$ cat src/hw/qsim_pkg.sv
package qsim_pkg;

  // --------------------
  // Data widths
  // --------------------
  localparam int DATA_W = 16;  // One real or imaginary component
  localparam int FRAC_W = 13;  // Fraction bits of Q2.13
  localparam int ACC_W  = 40;  // Row accumulator per component
  localparam int ADDR_W = 8;   // SRAM address width

  // One amplitude, one gate entry or one SRAM word
  // Header word carries q in re and m in im
  typedef struct packed {
    logic signed [DATA_W-1:0] re;
    logic signed [DATA_W-1:0] im;
  } cplx_t;

  // Output SRAM write port
  typedef struct packed {
    logic              en;
    logic [ADDR_W-1:0] addr;
    cplx_t             data;
  } out_wr_t;

  // --------------------
  // Controller states
  // --------------------
  typedef enum logic [2:0] {
    IDLE,
    HEADER,
    LOAD,
    APPLY,
    STORE
  } ctrl_state_t;

endpackage

$ cat src/hw/qsim_ctrl.sv
`timescale 1ns/1ps

module qsim_ctrl import qsim_pkg::*; (
  input  logic clk,
  input  logic reset_n,
  input  logic dut_valid,
  output logic dut_ready,
  output logic load_go,
  output logic apply_go,
  output logic store_go,
  input  logic load_done,
  input  logic apply_done,
  input  logic store_done
);

  ctrl_state_t state;
  ctrl_state_t state_nxt;
  logic        hdr_wait;  // Second HEADER cycle

  // --------------------
  // Next state
  // --------------------
  always_comb begin
    state_nxt = state;
    case (state)
      IDLE: begin
        if (dut_valid && dut_ready) state_nxt = HEADER;
      end
      HEADER: begin
        if (hdr_wait) state_nxt = LOAD;  // Address, then capture
      end
      LOAD: begin
        if (load_done) state_nxt = APPLY;
      end
      APPLY: begin
        if (apply_done) state_nxt = STORE;
      end
      STORE: begin
        if (store_done) state_nxt = IDLE;  // Last write is out this cycle
      end
      default: state_nxt = IDLE;
    endcase
  end

  // --------------------
  // State and ready
  // --------------------
  always_ff @(posedge clk) begin
    if (!reset_n) begin
      state     <= IDLE;
      hdr_wait  <= 1'b0;
      dut_ready <= 1'b1;
    end else begin
      state     <= state_nxt;
      hdr_wait  <= (state == HEADER) && !hdr_wait;
      dut_ready <= (state_nxt == IDLE);
    end
  end

  // One unit enabled at a time
  assign load_go  = (state == HEADER) || (state == LOAD);
  assign apply_go = (state == APPLY);
  assign store_go = (state == STORE);

endmodule

$ cat src/hw/qsim_gate_engine.sv
`timescale 1ns/1ps

module qsim_gate_engine import qsim_pkg::*; #(
  parameter int MAX_QUBITS = 2,
  parameter int MAX_GATES  = 4
) (
  input  logic clk,
  input  logic reset_n,
  input  logic apply_go,
  input  logic [$clog2(MAX_QUBITS+1)-1:0] num_qubits,
  input  logic [$clog2(MAX_GATES+1)-1:0]  num_gates,
  output logic [ADDR_W-1:0]     gate_addr,
  input  cplx_t                 gate_data,
  output logic [MAX_QUBITS-1:0] rd_idx,
  input  cplx_t                 rd_data,
  output logic                  row_we,
  output logic [MAX_QUBITS-1:0] row_idx,
  output cplx_t                 row_data,
  output logic                  bank_swap,
  output logic                  apply_done
);

  localparam int GW     = $clog2(MAX_GATES + 1);
  localparam int IDX_W  = MAX_QUBITS;
  localparam int PROD_W = 2 * DATA_W;

  logic [GW-1:0] g;
  logic [IDX_W-1:0] i, j, n_last, s1_row, s2_row;
  logic started, issue, col_end, row_end, last_gate;
  logic s1_vld, s1_first, s1_col_end, s1_row_end, s2_we, s2_swap;
  cplx_t amp_q;  // Front bank amplitude, aligned with gate data
  logic signed [PROD_W-1:0] p_rr, p_ii, p_ri, p_ir;
  logic signed [PROD_W:0]   sum_re, sum_im;
  logic signed [ACC_W-1:0]  term_re, term_im, acc_re, acc_im;

  assign n_last    = IDX_W'((1 << num_qubits) - 1);
  assign col_end   = (j == n_last);
  assign row_end   = (i == n_last);
  assign last_gate = (g == num_gates - GW'(1));
  // Gate m, row i, column j laid out linearly
  assign gate_addr = (ADDR_W'(g) << (2 * num_qubits)) + (ADDR_W'(i) << num_qubits) + ADDR_W'(j);
  assign rd_idx    = j;

  // --------------------
  // Complex product
  // --------------------
  assign p_rr    = PROD_W'(gate_data.re) * PROD_W'(amp_q.re);
  assign p_ii    = PROD_W'(gate_data.im) * PROD_W'(amp_q.im);
  assign p_ri    = PROD_W'(gate_data.re) * PROD_W'(amp_q.im);
  assign p_ir    = PROD_W'(gate_data.im) * PROD_W'(amp_q.re);
  assign sum_re  = (PROD_W + 1)'(p_rr) - (PROD_W + 1)'(p_ii);
  assign sum_im  = (PROD_W + 1)'(p_ri) + (PROD_W + 1)'(p_ir);
  assign term_re = ACC_W'(sum_re >>> FRAC_W);
  assign term_im = ACC_W'(sum_im >>> FRAC_W);

  always_ff @(posedge clk) begin
    if (!reset_n) begin
      {started, issue, s1_vld, s2_we, s2_swap} <= '0;
      g <= '0;
      i <= '0;
      j <= '0;
    end else begin
      s1_vld  <= issue;
      s2_we   <= s1_vld && s1_col_end;
      s2_swap <= s1_vld && s1_col_end && s1_row_end;  // Gate's last row
      if (!apply_go) begin
        started <= 1'b0;
        issue   <= 1'b0;
      end else if (!started) begin
        {started, issue} <= {1'b1, num_gates != '0};
        {g, i, j}        <= '0;
      end else if (issue) begin
        j <= col_end ? '0 : j + 1'b1;
        if (col_end) i <= row_end ? '0 : i + 1'b1;
        if (col_end && row_end) issue <= 1'b0;  // Wait for the swap
      end else if (bank_swap && !last_gate) begin
        g     <= g + 1'b1;
        issue <= 1'b1;
      end
    end
  end

  // Two rows in flight, so acc restarts on the next row's first term
  always_ff @(posedge clk) begin
    amp_q <= rd_data;
    {s1_first, s1_col_end, s1_row_end} <= {j == '0, col_end, row_end};
    {s1_row, s2_row} <= {i, s1_row};
    if (s1_vld) begin
      acc_re <= s1_first ? term_re : acc_re + term_re;
      acc_im <= s1_first ? term_im : acc_im + term_im;
    end
  end

  assign row_we      = s2_we;
  assign row_idx     = s2_row;
  assign row_data.re = acc_re[DATA_W-1:0];  // Low bits only
  assign row_data.im = acc_im[DATA_W-1:0];
  assign bank_swap   = s2_swap;
  assign apply_done  = (s2_swap && last_gate) || (apply_go && (num_gates == '0));

endmodule

$ cat src/hw/qsim_loader.sv
`timescale 1ns/1ps

module qsim_loader import qsim_pkg::*; #(
  parameter int MAX_QUBITS = 2,
  parameter int MAX_GATES  = 4
) (
  input  logic                          clk,
  input  logic                          reset_n,
  input  logic                          load_go,
  output logic [ADDR_W-1:0]             state_in_addr,
  input  cplx_t                         state_in_data,
  output logic [$clog2(MAX_QUBITS+1)-1:0] num_qubits,
  output logic [$clog2(MAX_GATES+1)-1:0]  num_gates,
  output logic                          load_we,
  output logic [MAX_QUBITS-1:0]         load_idx,
  output cplx_t                         load_data,
  output logic                          load_done
);

  localparam int QB_W  = $clog2(MAX_QUBITS + 1);
  localparam int GW    = $clog2(MAX_GATES + 1);
  localparam int IDX_W = MAX_QUBITS;
  localparam int CNT_W = MAX_QUBITS + 2;  // Reaches 2^q + 4

  logic [CNT_W-1:0] cnt;    // Cycles since load_go rose
  logic [CNT_W-1:0] n_amp;  // 2^q

  assign n_amp = CNT_W'(1) << num_qubits;

  // Header at 0 for two cycles, then 1..N
  assign state_in_addr = ADDR_W'((cnt == '0) ? cnt : cnt - 1'b1);

  // Data lags the address by one cycle
  assign load_we   = load_go && (cnt >= CNT_W'(3)) && (cnt <= n_amp + CNT_W'(2));
  assign load_idx  = IDX_W'(cnt - CNT_W'(3));
  assign load_data = state_in_data;

  always_ff @(posedge clk) begin
    if (!reset_n) begin
      cnt        <= '0;
      num_qubits <= '0;
      num_gates  <= '0;
      load_done  <= 1'b0;
    end else begin
      cnt       <= load_go ? cnt + 1'b1 : '0;
      load_done <= load_go && (cnt == n_amp + CNT_W'(2));
      if (load_go && (cnt == CNT_W'(1))) begin  // Header word on the bus
        num_qubits <= state_in_data.re[QB_W-1:0];
        num_gates  <= state_in_data.im[GW-1:0];
      end
    end
  end

endmodule

$ cat src/hw/qsim_state_bank.sv
`timescale 1ns/1ps

module qsim_state_bank import qsim_pkg::*; #(
  parameter int MAX_QUBITS = 2
) (
  input  logic                            clk,
  input  logic                            reset_n,
  input  logic                            load_we,
  input  logic [MAX_QUBITS-1:0]           load_idx,
  input  cplx_t                           load_data,
  input  logic [MAX_QUBITS-1:0]           rd_idx,
  output cplx_t                           rd_data,
  input  logic                            row_we,
  input  logic [MAX_QUBITS-1:0]           row_idx,
  input  cplx_t                           row_data,
  input  logic                            bank_swap,
  input  logic                            store_go,
  input  logic [$clog2(MAX_QUBITS+1)-1:0] num_qubits,
  output out_wr_t                         state_out_wr,
  output logic                            store_done
);

  localparam int IDX_W   = MAX_QUBITS;
  localparam int NUM_AMP = 1 << MAX_QUBITS;

  cplx_t            mem [2][NUM_AMP];  // Two banks
  logic             front;             // Bank read by the engine
  logic [IDX_W:0]   st_cnt;
  logic [IDX_W:0]   n_amp;

  assign n_amp   = (IDX_W + 1)'(1) << num_qubits;
  assign rd_data = mem[front][rd_idx];

  // --------------------
  // Bank writes
  // --------------------
  always_ff @(posedge clk) begin
    if (load_we) mem[front][load_idx] <= load_data;  // Initial vector
    if (row_we) mem[~front][row_idx] <= row_data;    // Next vector
  end

  always_ff @(posedge clk) begin
    if (!reset_n) front <= 1'b0;
    else          front <= front ^ bank_swap;
  end

  // --------------------
  // Output SRAM stream
  // --------------------
  always_ff @(posedge clk) begin
    if (!reset_n) begin
      st_cnt       <= '0;
      state_out_wr <= '0;
      store_done   <= 1'b0;
    end else begin
      state_out_wr.en <= 1'b0;
      store_done      <= 1'b0;
      if (!store_go) begin
        st_cnt <= '0;
      end else if (st_cnt < n_amp) begin
        state_out_wr.en   <= 1'b1;
        state_out_wr.addr <= ADDR_W'(st_cnt);
        state_out_wr.data <= mem[front][st_cnt[IDX_W-1:0]];
        st_cnt            <= st_cnt + 1'b1;
        store_done        <= (st_cnt == n_amp - 1'b1);  // Rides with last write
      end
    end
  end

endmodule

$ cat src/hw/qsim_top.sv
`timescale 1ns/1ps

module qsim_top import qsim_pkg::*; #(
  parameter int MAX_QUBITS = 2,
  parameter int MAX_GATES  = 4
) (
  input  logic              clk,
  input  logic              reset_n,
  input  logic              dut_valid,
  output logic              dut_ready,
  output logic [ADDR_W-1:0] state_in_addr,
  input  cplx_t             state_in_data,
  output logic [ADDR_W-1:0] gate_addr,
  input  cplx_t             gate_data,
  output out_wr_t           state_out_wr
);

  localparam int QB_W  = $clog2(MAX_QUBITS + 1);
  localparam int GW    = $clog2(MAX_GATES + 1);
  localparam int IDX_W = MAX_QUBITS;

  logic             load_go, apply_go, store_go;
  logic             load_done, apply_done, store_done;
  logic [QB_W-1:0]  num_qubits;
  logic [GW-1:0]    num_gates;

  logic             load_we;  // Loader into front bank
  logic [IDX_W-1:0] load_idx;
  cplx_t            load_data;

  logic [IDX_W-1:0] rd_idx;   // Engine front bank read
  cplx_t            rd_data;
  logic             row_we;   // Engine into back bank
  logic [IDX_W-1:0] row_idx;
  cplx_t            row_data;
  logic             bank_swap;

  qsim_ctrl u_ctrl (
    .clk(clk), .reset_n(reset_n),
    .dut_valid(dut_valid), .dut_ready(dut_ready),
    .load_go(load_go), .apply_go(apply_go), .store_go(store_go),
    .load_done(load_done), .apply_done(apply_done), .store_done(store_done)
  );

  qsim_loader #(.MAX_QUBITS(MAX_QUBITS), .MAX_GATES(MAX_GATES)) u_loader (
    .clk(clk), .reset_n(reset_n), .load_go(load_go),
    .state_in_addr(state_in_addr), .state_in_data(state_in_data),
    .num_qubits(num_qubits), .num_gates(num_gates),
    .load_we(load_we), .load_idx(load_idx), .load_data(load_data),
    .load_done(load_done)
  );

  qsim_state_bank #(.MAX_QUBITS(MAX_QUBITS)) u_bank (
    .clk(clk), .reset_n(reset_n),
    .load_we(load_we), .load_idx(load_idx), .load_data(load_data),
    .rd_idx(rd_idx), .rd_data(rd_data),
    .row_we(row_we), .row_idx(row_idx), .row_data(row_data),
    .bank_swap(bank_swap), .store_go(store_go), .num_qubits(num_qubits),
    .state_out_wr(state_out_wr), .store_done(store_done)
  );

  qsim_gate_engine #(.MAX_QUBITS(MAX_QUBITS), .MAX_GATES(MAX_GATES)) u_engine (
    .clk(clk), .reset_n(reset_n), .apply_go(apply_go),
    .num_qubits(num_qubits), .num_gates(num_gates),
    .gate_addr(gate_addr), .gate_data(gate_data),
    .rd_idx(rd_idx), .rd_data(rd_data),
    .row_we(row_we), .row_idx(row_idx), .row_data(row_data),
    .bank_swap(bank_swap), .apply_done(apply_done)
  );

endmodule

$ cat config.mk
export PLATFORM = sky130hd
export DESIGN_NAME = qsim_top
export DESIGN_NICKNAME = d
export VERILOG_FILES = /design/src/hw/qsim_pkg.sv /design/src/hw/qsim_ctrl.sv /design/src/hw/qsim_gate_engine.sv /design/src/hw/qsim_loader.sv /design/src/hw/qsim_state_bank.sv /design/src/hw/qsim_top.sv
export SDC_FILE = /design/constraint.sdc
export NUM_CORES = 2
export LEC_CHECK = 0
export BUFFER_PORTS_ARGS = -buffer_cell sky130_fd_sc_hd__clkbuf_2
export CELL_PAD_IN_SITES_DETAIL_PLACEMENT = 1
export CELL_PAD_IN_SITES_GLOBAL_PLACEMENT = 1
export CORE_ASPECT_RATIO = 1.4
export CORE_UTILIZATION = 40
export DETAILED_ROUTE_END_ITERATION = 12
export HOLD_SLACK_MARGIN = 0.08
export PLACE_DENSITY_LB_ADDON = 0.05
export SETUP_SLACK_MARGIN = 0.3
export SLEW_MARGIN = 10
export SYNTH_ARGS = -nofsm -noshare
export SYNTH_HDL_FRONTEND = slang
export SYNTH_HIERARCHICAL = 1
export SYNTH_SLANG_ARGS = --single-unit
$ cat constraint.sdc
create_clock -name clk -period 13.42 [get_ports clk]
set_input_delay 2.013 -clock clk [delete_from_list [all_inputs] [get_ports clk]]
set_output_delay 2.013 -clock clk [all_outputs]
set_load 0.01 [all_outputs]
== Yosys cells after proc, flatten, opt, wreduce, memory -nomap -nowiden ==
Memories as Yosys holds them, arrays and structs flattened. A register that Yosys moved wholly into a read port is not among the register bits.
Cells that the tools add are included.
Word-level totals
  ROM bits: 0
  bits in latches: 0
  register bits: 187
  input bits: 67
  RAM bits: 256
  memories: 1
  output and inout port bits: 58
  word-level logic and storage cells: 159
Memory list
  u_bank.mem: words 2, width 128, rd ports 1, clocked after memory_dff 1, write ports 2, RTL line qsim_state_bank.sv:26  | cplx_t mem [2][NUM_AMP];
Operators by class
  shifts and indexed selects: 5
  reductions and logical operators: 32
  order comparisons: 9
  eq/ne operators: 14
  $add $sub $neg: 17
  multiply operators: 4
  divide/modulo/power cells: 0
  mux-type cells: 40
  bitwise gates (word level): 6
Operator list (number)
  128-bit 2-to-1 mux: 2
  32-bit 2-to-1 mux: 6
  32-bit binary-select mux with 2-bit select: 2
  32-bit demux with 2-bit select: 2
  16-bit by 16-bit multiplier with 32-bit output: 4
  40-bit by 20-bit adder with 40-bit output: 2
  40-bit 2-to-1 mux: 2
  41-bit 2-to-1 mux: 1
  32-bit by 32-bit adder with 33-bit output: 1
  32-bit by 32-bit subtractor with 33-bit output: 1
  3-bit 2-to-1 mux: 8
  3-bit one-hot mux with 5 select lines: 1
  1-bit logical AND: 14
  2-bit 2-to-1 mux: 7
  3-bit >= comparator, second input constant: 4
  2-bit inverter with 3-bit output: 4
  2-bit AND reduction: 5
  3-bit logical NOT: 3
  3-bit AND reduction: 3
  8-bit by 2-bit adder with 8-bit output: 1
  8-bit adder: 1
  1-bit 2-to-1 mux: 8
  8-bit 2-to-1 mux: 1
  2-bit inequality test, second input constant: 4
  30 further kinds: 40

== Depth between registers and ports, before layout ==
  depth in word-level cells: 7
  depth in mapped cells: 37
  gate-level depth less buffers: 36

== Modules after synthesis ==
Netlist, hierarchy kept.
Modules (own cells, without submodules)
  qsim_gate_engine: cells an instance 4375, seq. area each 1981.9 um2, area an instance 40873.0 um2, instances 1
  qsim_state_bank: cells an instance 994, seq. area each 8528.2 um2, area an instance 16231.8 um2, instances 1
  qsim_loader: cells an instance 103, seq. area each 200.2 um2, area an instance 889.6 um2, instances 1
  qsim_ctrl: cells an instance 25, seq. area each 100.1 um2, area an instance 269.0 um2, instances 1

== Worst setup path before layout ==
OpenSTA, ideal clock, no wires.
  path kind: input port to flip-flop
  start point: in gate_data[15] (netlist name)
  end point: reg u_engine.acc_re[15] (data pin)
  library setup time: 0.269 ns
  data arrival time: 10.390 ns
  stages on the path: 33
  required time: 13.151 ns
  setup slack: 2.761 ns
  buffers on the path: 2
  cell sequence: clkbuf_1 -> clkbuf_1 -> nand2_1 -> inv_1 -> fa_1 -> inv_1 -> fa_1 -> inv_1 -> fa_1 -> inv_1 -> fa_1 -> fa_1 -> fa_1 -> fa_1 -> inv_1 -> fa_1 -> inv_1 -> ha_1 -> a21oi_2 -> nand2_2 -> a211o_1 -> a221o_1 -> o31a_1 -> a21oi_2 -> o21ai_1 -> and2_1 -> ha_1 -> and3_1 -> a211oi_1 -> a21oi_1 -> xnor2_1 -> nor2_1 -> xor3_1
On the way
  cells in the longest elaborated chain, start to end: 4
RTL lines
  from (decl): RTL line qsim_top.sv:14  | input cplx_t gate_data,
  16-bit by 16-bit multiplier with 32-bit output *: RTL line qsim_gate_engine.sv:48  | assign p_ii = PROD_W'(gate_data.im) * PROD_W'(amp_q.im);
  32-bit by 32-bit subtractor with 33-bit output *: RTL line qsim_gate_engine.sv:51  | assign sum_re = (PROD_W + 1)'(p_rr) - (PROD_W + 1)'(p_ii);
  40-bit by 20-bit adder with 40-bit output: RTL line qsim_gate_engine.sv:89  | acc_re <= s1_first ? term_re : acc_re + term_re;
  40-bit 2-to-1 mux *: RTL line qsim_gate_engine.sv:89
  to (signal assigned): RTL line qsim_gate_engine.sv:89
  to (decl): RTL line qsim_gate_engine.sv:34  | logic signed [ACC_W-1:0] term_re, term_im, acc_re, acc_im;
Every way passes the cells marked *; elsewhere a longest branch is shown, timed or not.
A chain may end at the register's enable or synchronous reset.

== Final worst setup path ==
  start point: in gate_data[24] (netlist name)
  end point: reg u_engine.acc_im[14] (data pin)
On the way
  cells in the longest elaborated chain, start to end: 4
RTL lines
  16-bit by 16-bit multiplier with 32-bit output *: RTL line qsim_gate_engine.sv:49  | assign p_ri = PROD_W'(gate_data.re) * PROD_W'(amp_q.im);
  32-bit by 32-bit adder with 33-bit output *: RTL line qsim_gate_engine.sv:52  | assign sum_im = (PROD_W + 1)'(p_ri) + (PROD_W + 1)'(p_ir);
  40-bit by 20-bit adder with 40-bit output: RTL line qsim_gate_engine.sv:90  | acc_im <= s1_first ? term_im : acc_im + term_im;
  40-bit 2-to-1 mux *: RTL line qsim_gate_engine.sv:90
  to (signal assigned): RTL line qsim_gate_engine.sv:90
  to (decl): RTL line qsim_gate_engine.sv:34
Marked as above.

==> out/summary.md <==
The run finished with clean final reports. Port buffering added 115 buffers. Top cell type by total area after synthesis: sky130_fd_sc_hd__fa_1. Among the stages of the critical path, the cell type that occurs most often is sky130_fd_sc_hd__fa_1.

After legalization and detailed placement, the total HPWL measured 131000 um. After the last flow step, the layout net total stands at 6880. In this run the deepest clock path goes through 3 buffers. The count of flip-flops with a built-in enable after synthesis was 288. By area the synthesized netlist is led by sky130_fd_sc_hd__fa_1 (36%), sky130_fd_sc_hd__edfxtp_1 (15%), sky130_fd_sc_hd__inv_1 (7.9%). From left edge to right edge, the die measures 325 um. The y dimension of the die works out to 454 um.

The slowest cell on the critical path was sky130_fd_sc_hd__fa_1. The count of pins on the block boundary is 125, and the flop and latch count out of synthesis is 396. The run gives 6 as the count of warnings emitted by yosys. Counting flops with an async set or reset pin after synthesis yields a share of 0%. The share of layout cells above drive strength 1 works out to 13.5%. After detailed routing, the average wire length per cell comes to 23.3 um. Flip-flop cell with the highest count after synthesis: sky130_fd_sc_hd__edfxtp_1. The logs give 5 for the number of iterations in the first detailed-routing pass and 0 for the hold violation count in the final report. The count of max-cap constraint violations was 0; the number of buffers inserted for hold repair after clock tree synthesis was 0. Dividing the synthesized area by the synthesized cell count gives 10.6 sq um. The startpoint of the lowest-slack hold path was u_engine/s1_row[1]. On the final layout, the worst hold slack is 0.331 ns. The average vias per placed instance works out to 5.11.

Between clock sinks in the finished design, the worst skew comes to 0.0229 ns. After global routing the overflow that remains totals 0. Setup repair after global routing left no endpoint under its margin.

The via count of the first global-routing pass came out at 43700. The global routing usage summed across all routing layers is 24.3%, and the weighted congestion reported at the end of routability-driven placement is 0.792. TritonCTS built the clock tree.

By startpoint and endpoint, the worst setup path is classified as in2reg. The number of instances in the synthesized netlist came out at 5497. Wires add up to 172000 um. Sequential elements use 18.6% of the synthesized area. The highest net fanout along the worst path works out to 32. The tools report the startpoint of the worst-slack reg-to-reg timing path as u_engine/amp_q[0]. Adding up every negative setup slack in the final design gives 0 ns. CTS clock-pin slew for the worst setup and hold paths: 0.06 ns. Setup violations remaining at the end of the flow were counted as 0. The tools report the startpoint of the worst setup timing path as gate_data[24]. After clock tree synthesis, the setup repair step added 0 buffers. Clock tree synthesis selected as its root buffer the cell sky130_fd_sc_hd__clkbuf_16. The area growth from synthesis to layout is 6.29%. The final cycle utilization of the critical path is 82.4%. In this run the core area contains 165 standard-cell rows. For the pin with the worst max-slew slack, the measured transition is 1.08 ns. The share of the synthesized area in the top cell type is 36.1%, and the count of final max-slew check failures is 0. In this run the cell area of the synthesized design comes to 58300 sq um. Detailed routing inserted a total of 37700 vias. The endpoint arrival time on the critical path is 11.40 ns. The count of instances resized after the clock tree is built is 0, and the starting density of the core is 40.3%.

The tools report the endpoint required time on the critical path as 13.76 ns. The logs give 0 for the remaining antenna violation count and 41 for the number of buffers created by CTS. The top achievable clock speed was 0.0904 GHz.

The worst hold path class is reg2reg. The level count of the clock H-tree came out at 2. The floorplan step defined a die boundary enclosing 147000 sq um. In the routed design, unresolved DRC markers number 0. The clock period minus final worst setup slack works out to 11.06 ns. For the initial antenna violation count, the log shows 11.

Leaving out fill and tap cells, the most frequent cells in the layout are sky130_fd_sc_hd__inv_1 (1230), sky130_fd_sc_hd__fa_1 (1051), sky130_fd_sc_hd__nand2_1 (601), sky130_fd_sc_hd__and2_1 (522), sky130_fd_sc_hd__ha_1 (338). In this run, the number of DRC markers left after iteration 0 of detailed routing was 1307. The most common cell after layout, fill and taps aside was sky130_fd_sc_hd__inv_1. The first global-routing pass estimated 267000 um of wire. The delay of the slowest critical-path stage was 0.55 ns. The logs give 396 for the number of clock sinks and 0.60 ns for the clock latency of the later-clocked register in the worst-skew pair. Type of element capturing the critical path: a register. The worst-case headroom to the max-slew limit came out at 27.5%. Counting distinct cell types in the post-synthesis netlist gives 77. The largest net degree at the start of global routing is 49. The kind of launch point of the worst setup path was a primary input. The total area inside the core boundary comes to 145000 sq um.
## metrics by stage
stage | setup WS, ns | instance area, sq um | util [%] | instances
floorplan | 2.76 | 58300 | - | 5504
global placement | 1.79 | 60500 | 41.9 | 7301
detailed placement | 1.73 | 60500 | 41.9 | 7301
CTS | 2.34 | 61900 | 42.9 | 7377
global route | 1.71 | 61900 | 42.9 | 7379
finish | 2.36 | 61900 | 42.9 | 7379
## flip-flops by register name (all words and copies together) (netlist names), 2 cells and up, named ones only
signal / flops
u_engine/acc_im: 16
u_engine/acc_re: 16
u_ctrl/state: 3
u_bank/state_out_wr: 36
u_engine/rd_idx: 2
u_loader/num_gates: 3
u_bank/mem: 256
u_engine/s1_row: 2
u_engine/amp_q: 32
u_loader/num_qubits: 2
u_loader/cnt: 4
u_engine/row_idx: 2
u_engine/i: 2
u_bank/st_cnt: 3
u_engine/g: 3
## routing by layer
layer | part of all wire, % | vias to the layer above | GRT usage, %
met2 | 57 | 466 | 49.0
met5 | 0.052 | - | 0
met3 | 2.0 | 166 | 1.48
met1 | 38 | 20400 | 27.1
met4 | 2.8 | 14 | 6.41
li1 | - | 16600 | -
## path summary, 6_finish.rpt
| check | depth (start not counted) | slack, ns | to |
|---|---|---|---|
| worst max-delay path | 33 | 2.36 | u_engine/acc_im[14] |
| worst max register to register | 35 | 3.48 | u_engine/acc_re[15] |
| worst min register to register | 0 | 0.33 | u_engine/row_idx[1] |
| worst min-delay path | 0 | 0.33 | u_engine/row_idx[1] |
## Yosys cell counts (4+ instances only)
cell type and instances:
sky130_fd_sc_hd__inv_1 1230, sky130_fd_sc_hd__fa_1 1051, sky130_fd_sc_hd__nand2_1 601, sky130_fd_sc_hd__and2_1 523, sky130_fd_sc_hd__ha_1 338, sky130_fd_sc_hd__mux2_2 307, sky130_fd_sc_hd__edfxtp_1 288, sky130_fd_sc_hd__clkbuf_1 210
sky130_fd_sc_hd__mux4_2 128, sky130_fd_sc_hd__xnor2_1 112, sky130_fd_sc_hd__dfxtp_1 108, sky130_fd_sc_hd__nor2_1 65, sky130_fd_sc_hd__a21oi_1 53, sky130_fd_sc_hd__buf_4 53, sky130_fd_sc_hd__nand2b_1 46, sky130_fd_sc_hd__o21ai_0 44
sky130_fd_sc_hd__xor2_1 37, sky130_fd_sc_hd__a22o_1 36, sky130_fd_sc_hd__buf_2 33, sky130_fd_sc_hd__nand3_1 21, sky130_fd_sc_hd__nor2b_1 17, sky130_fd_sc_hd__nor3_1 17, sky130_fd_sc_hd__a21o_1 15, sky130_fd_sc_hd__buf_6 12
sky130_fd_sc_hd__nand4_1 11, sky130_fd_sc_hd__buf_1 10, sky130_fd_sc_hd__o21bai_1 10, sky130_fd_sc_hd__a211oi_1 9, sky130_fd_sc_hd__a31oi_1 9, sky130_fd_sc_hd__mux2i_1 9, sky130_fd_sc_hd__and3_1 7, sky130_fd_sc_hd__o21a_1 5
sky130_fd_sc_hd__or2_2 5, sky130_fd_sc_hd__o31ai_1 4, sky130_fd_sc_hd__or3_1 4
## critical path, delay by kind of cell
family | cells | cell delay, ns
xor+xnor | 2 | 0.21
mux | 1 | 0.25
simple gates | 4 | 1.21
buf+inv | 7 | 0.97
compound gates | 8 | 1.73
fa+ha+maj | 11 | 4.96
## final cells by class
type | count | area [sq um]
Sequential cell | 396 | 10800
Timing Repair Buffer | 197 | 1190
Fill cell | 15900 | 82600
Inverter | 1233 | 4630
Clock inverter | 15 | 201
Clock buffer | 61 | 1230
Multi-Input combinational cell | 3555 | 41500
Tap cell | 1920 | 2400
Antenna cell | 2 | 5.00
## cell families (layout without fill, tap and decap cells)
kind of cell    Yosys count  in the layout  synth area share, %
buf+inv                1553           1506                 10.6
fa+ha+maj              1389           1389                 43.4
simple gates           1338           1338                 11.5
mux                     446            446                 11.1
flops                   396            396                 18.6
compound gates          222            222                 2.59
xor+xnor                150            150                 2.28
other cells               3             12               0.0193
Power is left out: the tool's default activity adds up to more than one toggle a clock period on the data nets, which glitch-free logic cannot reach.
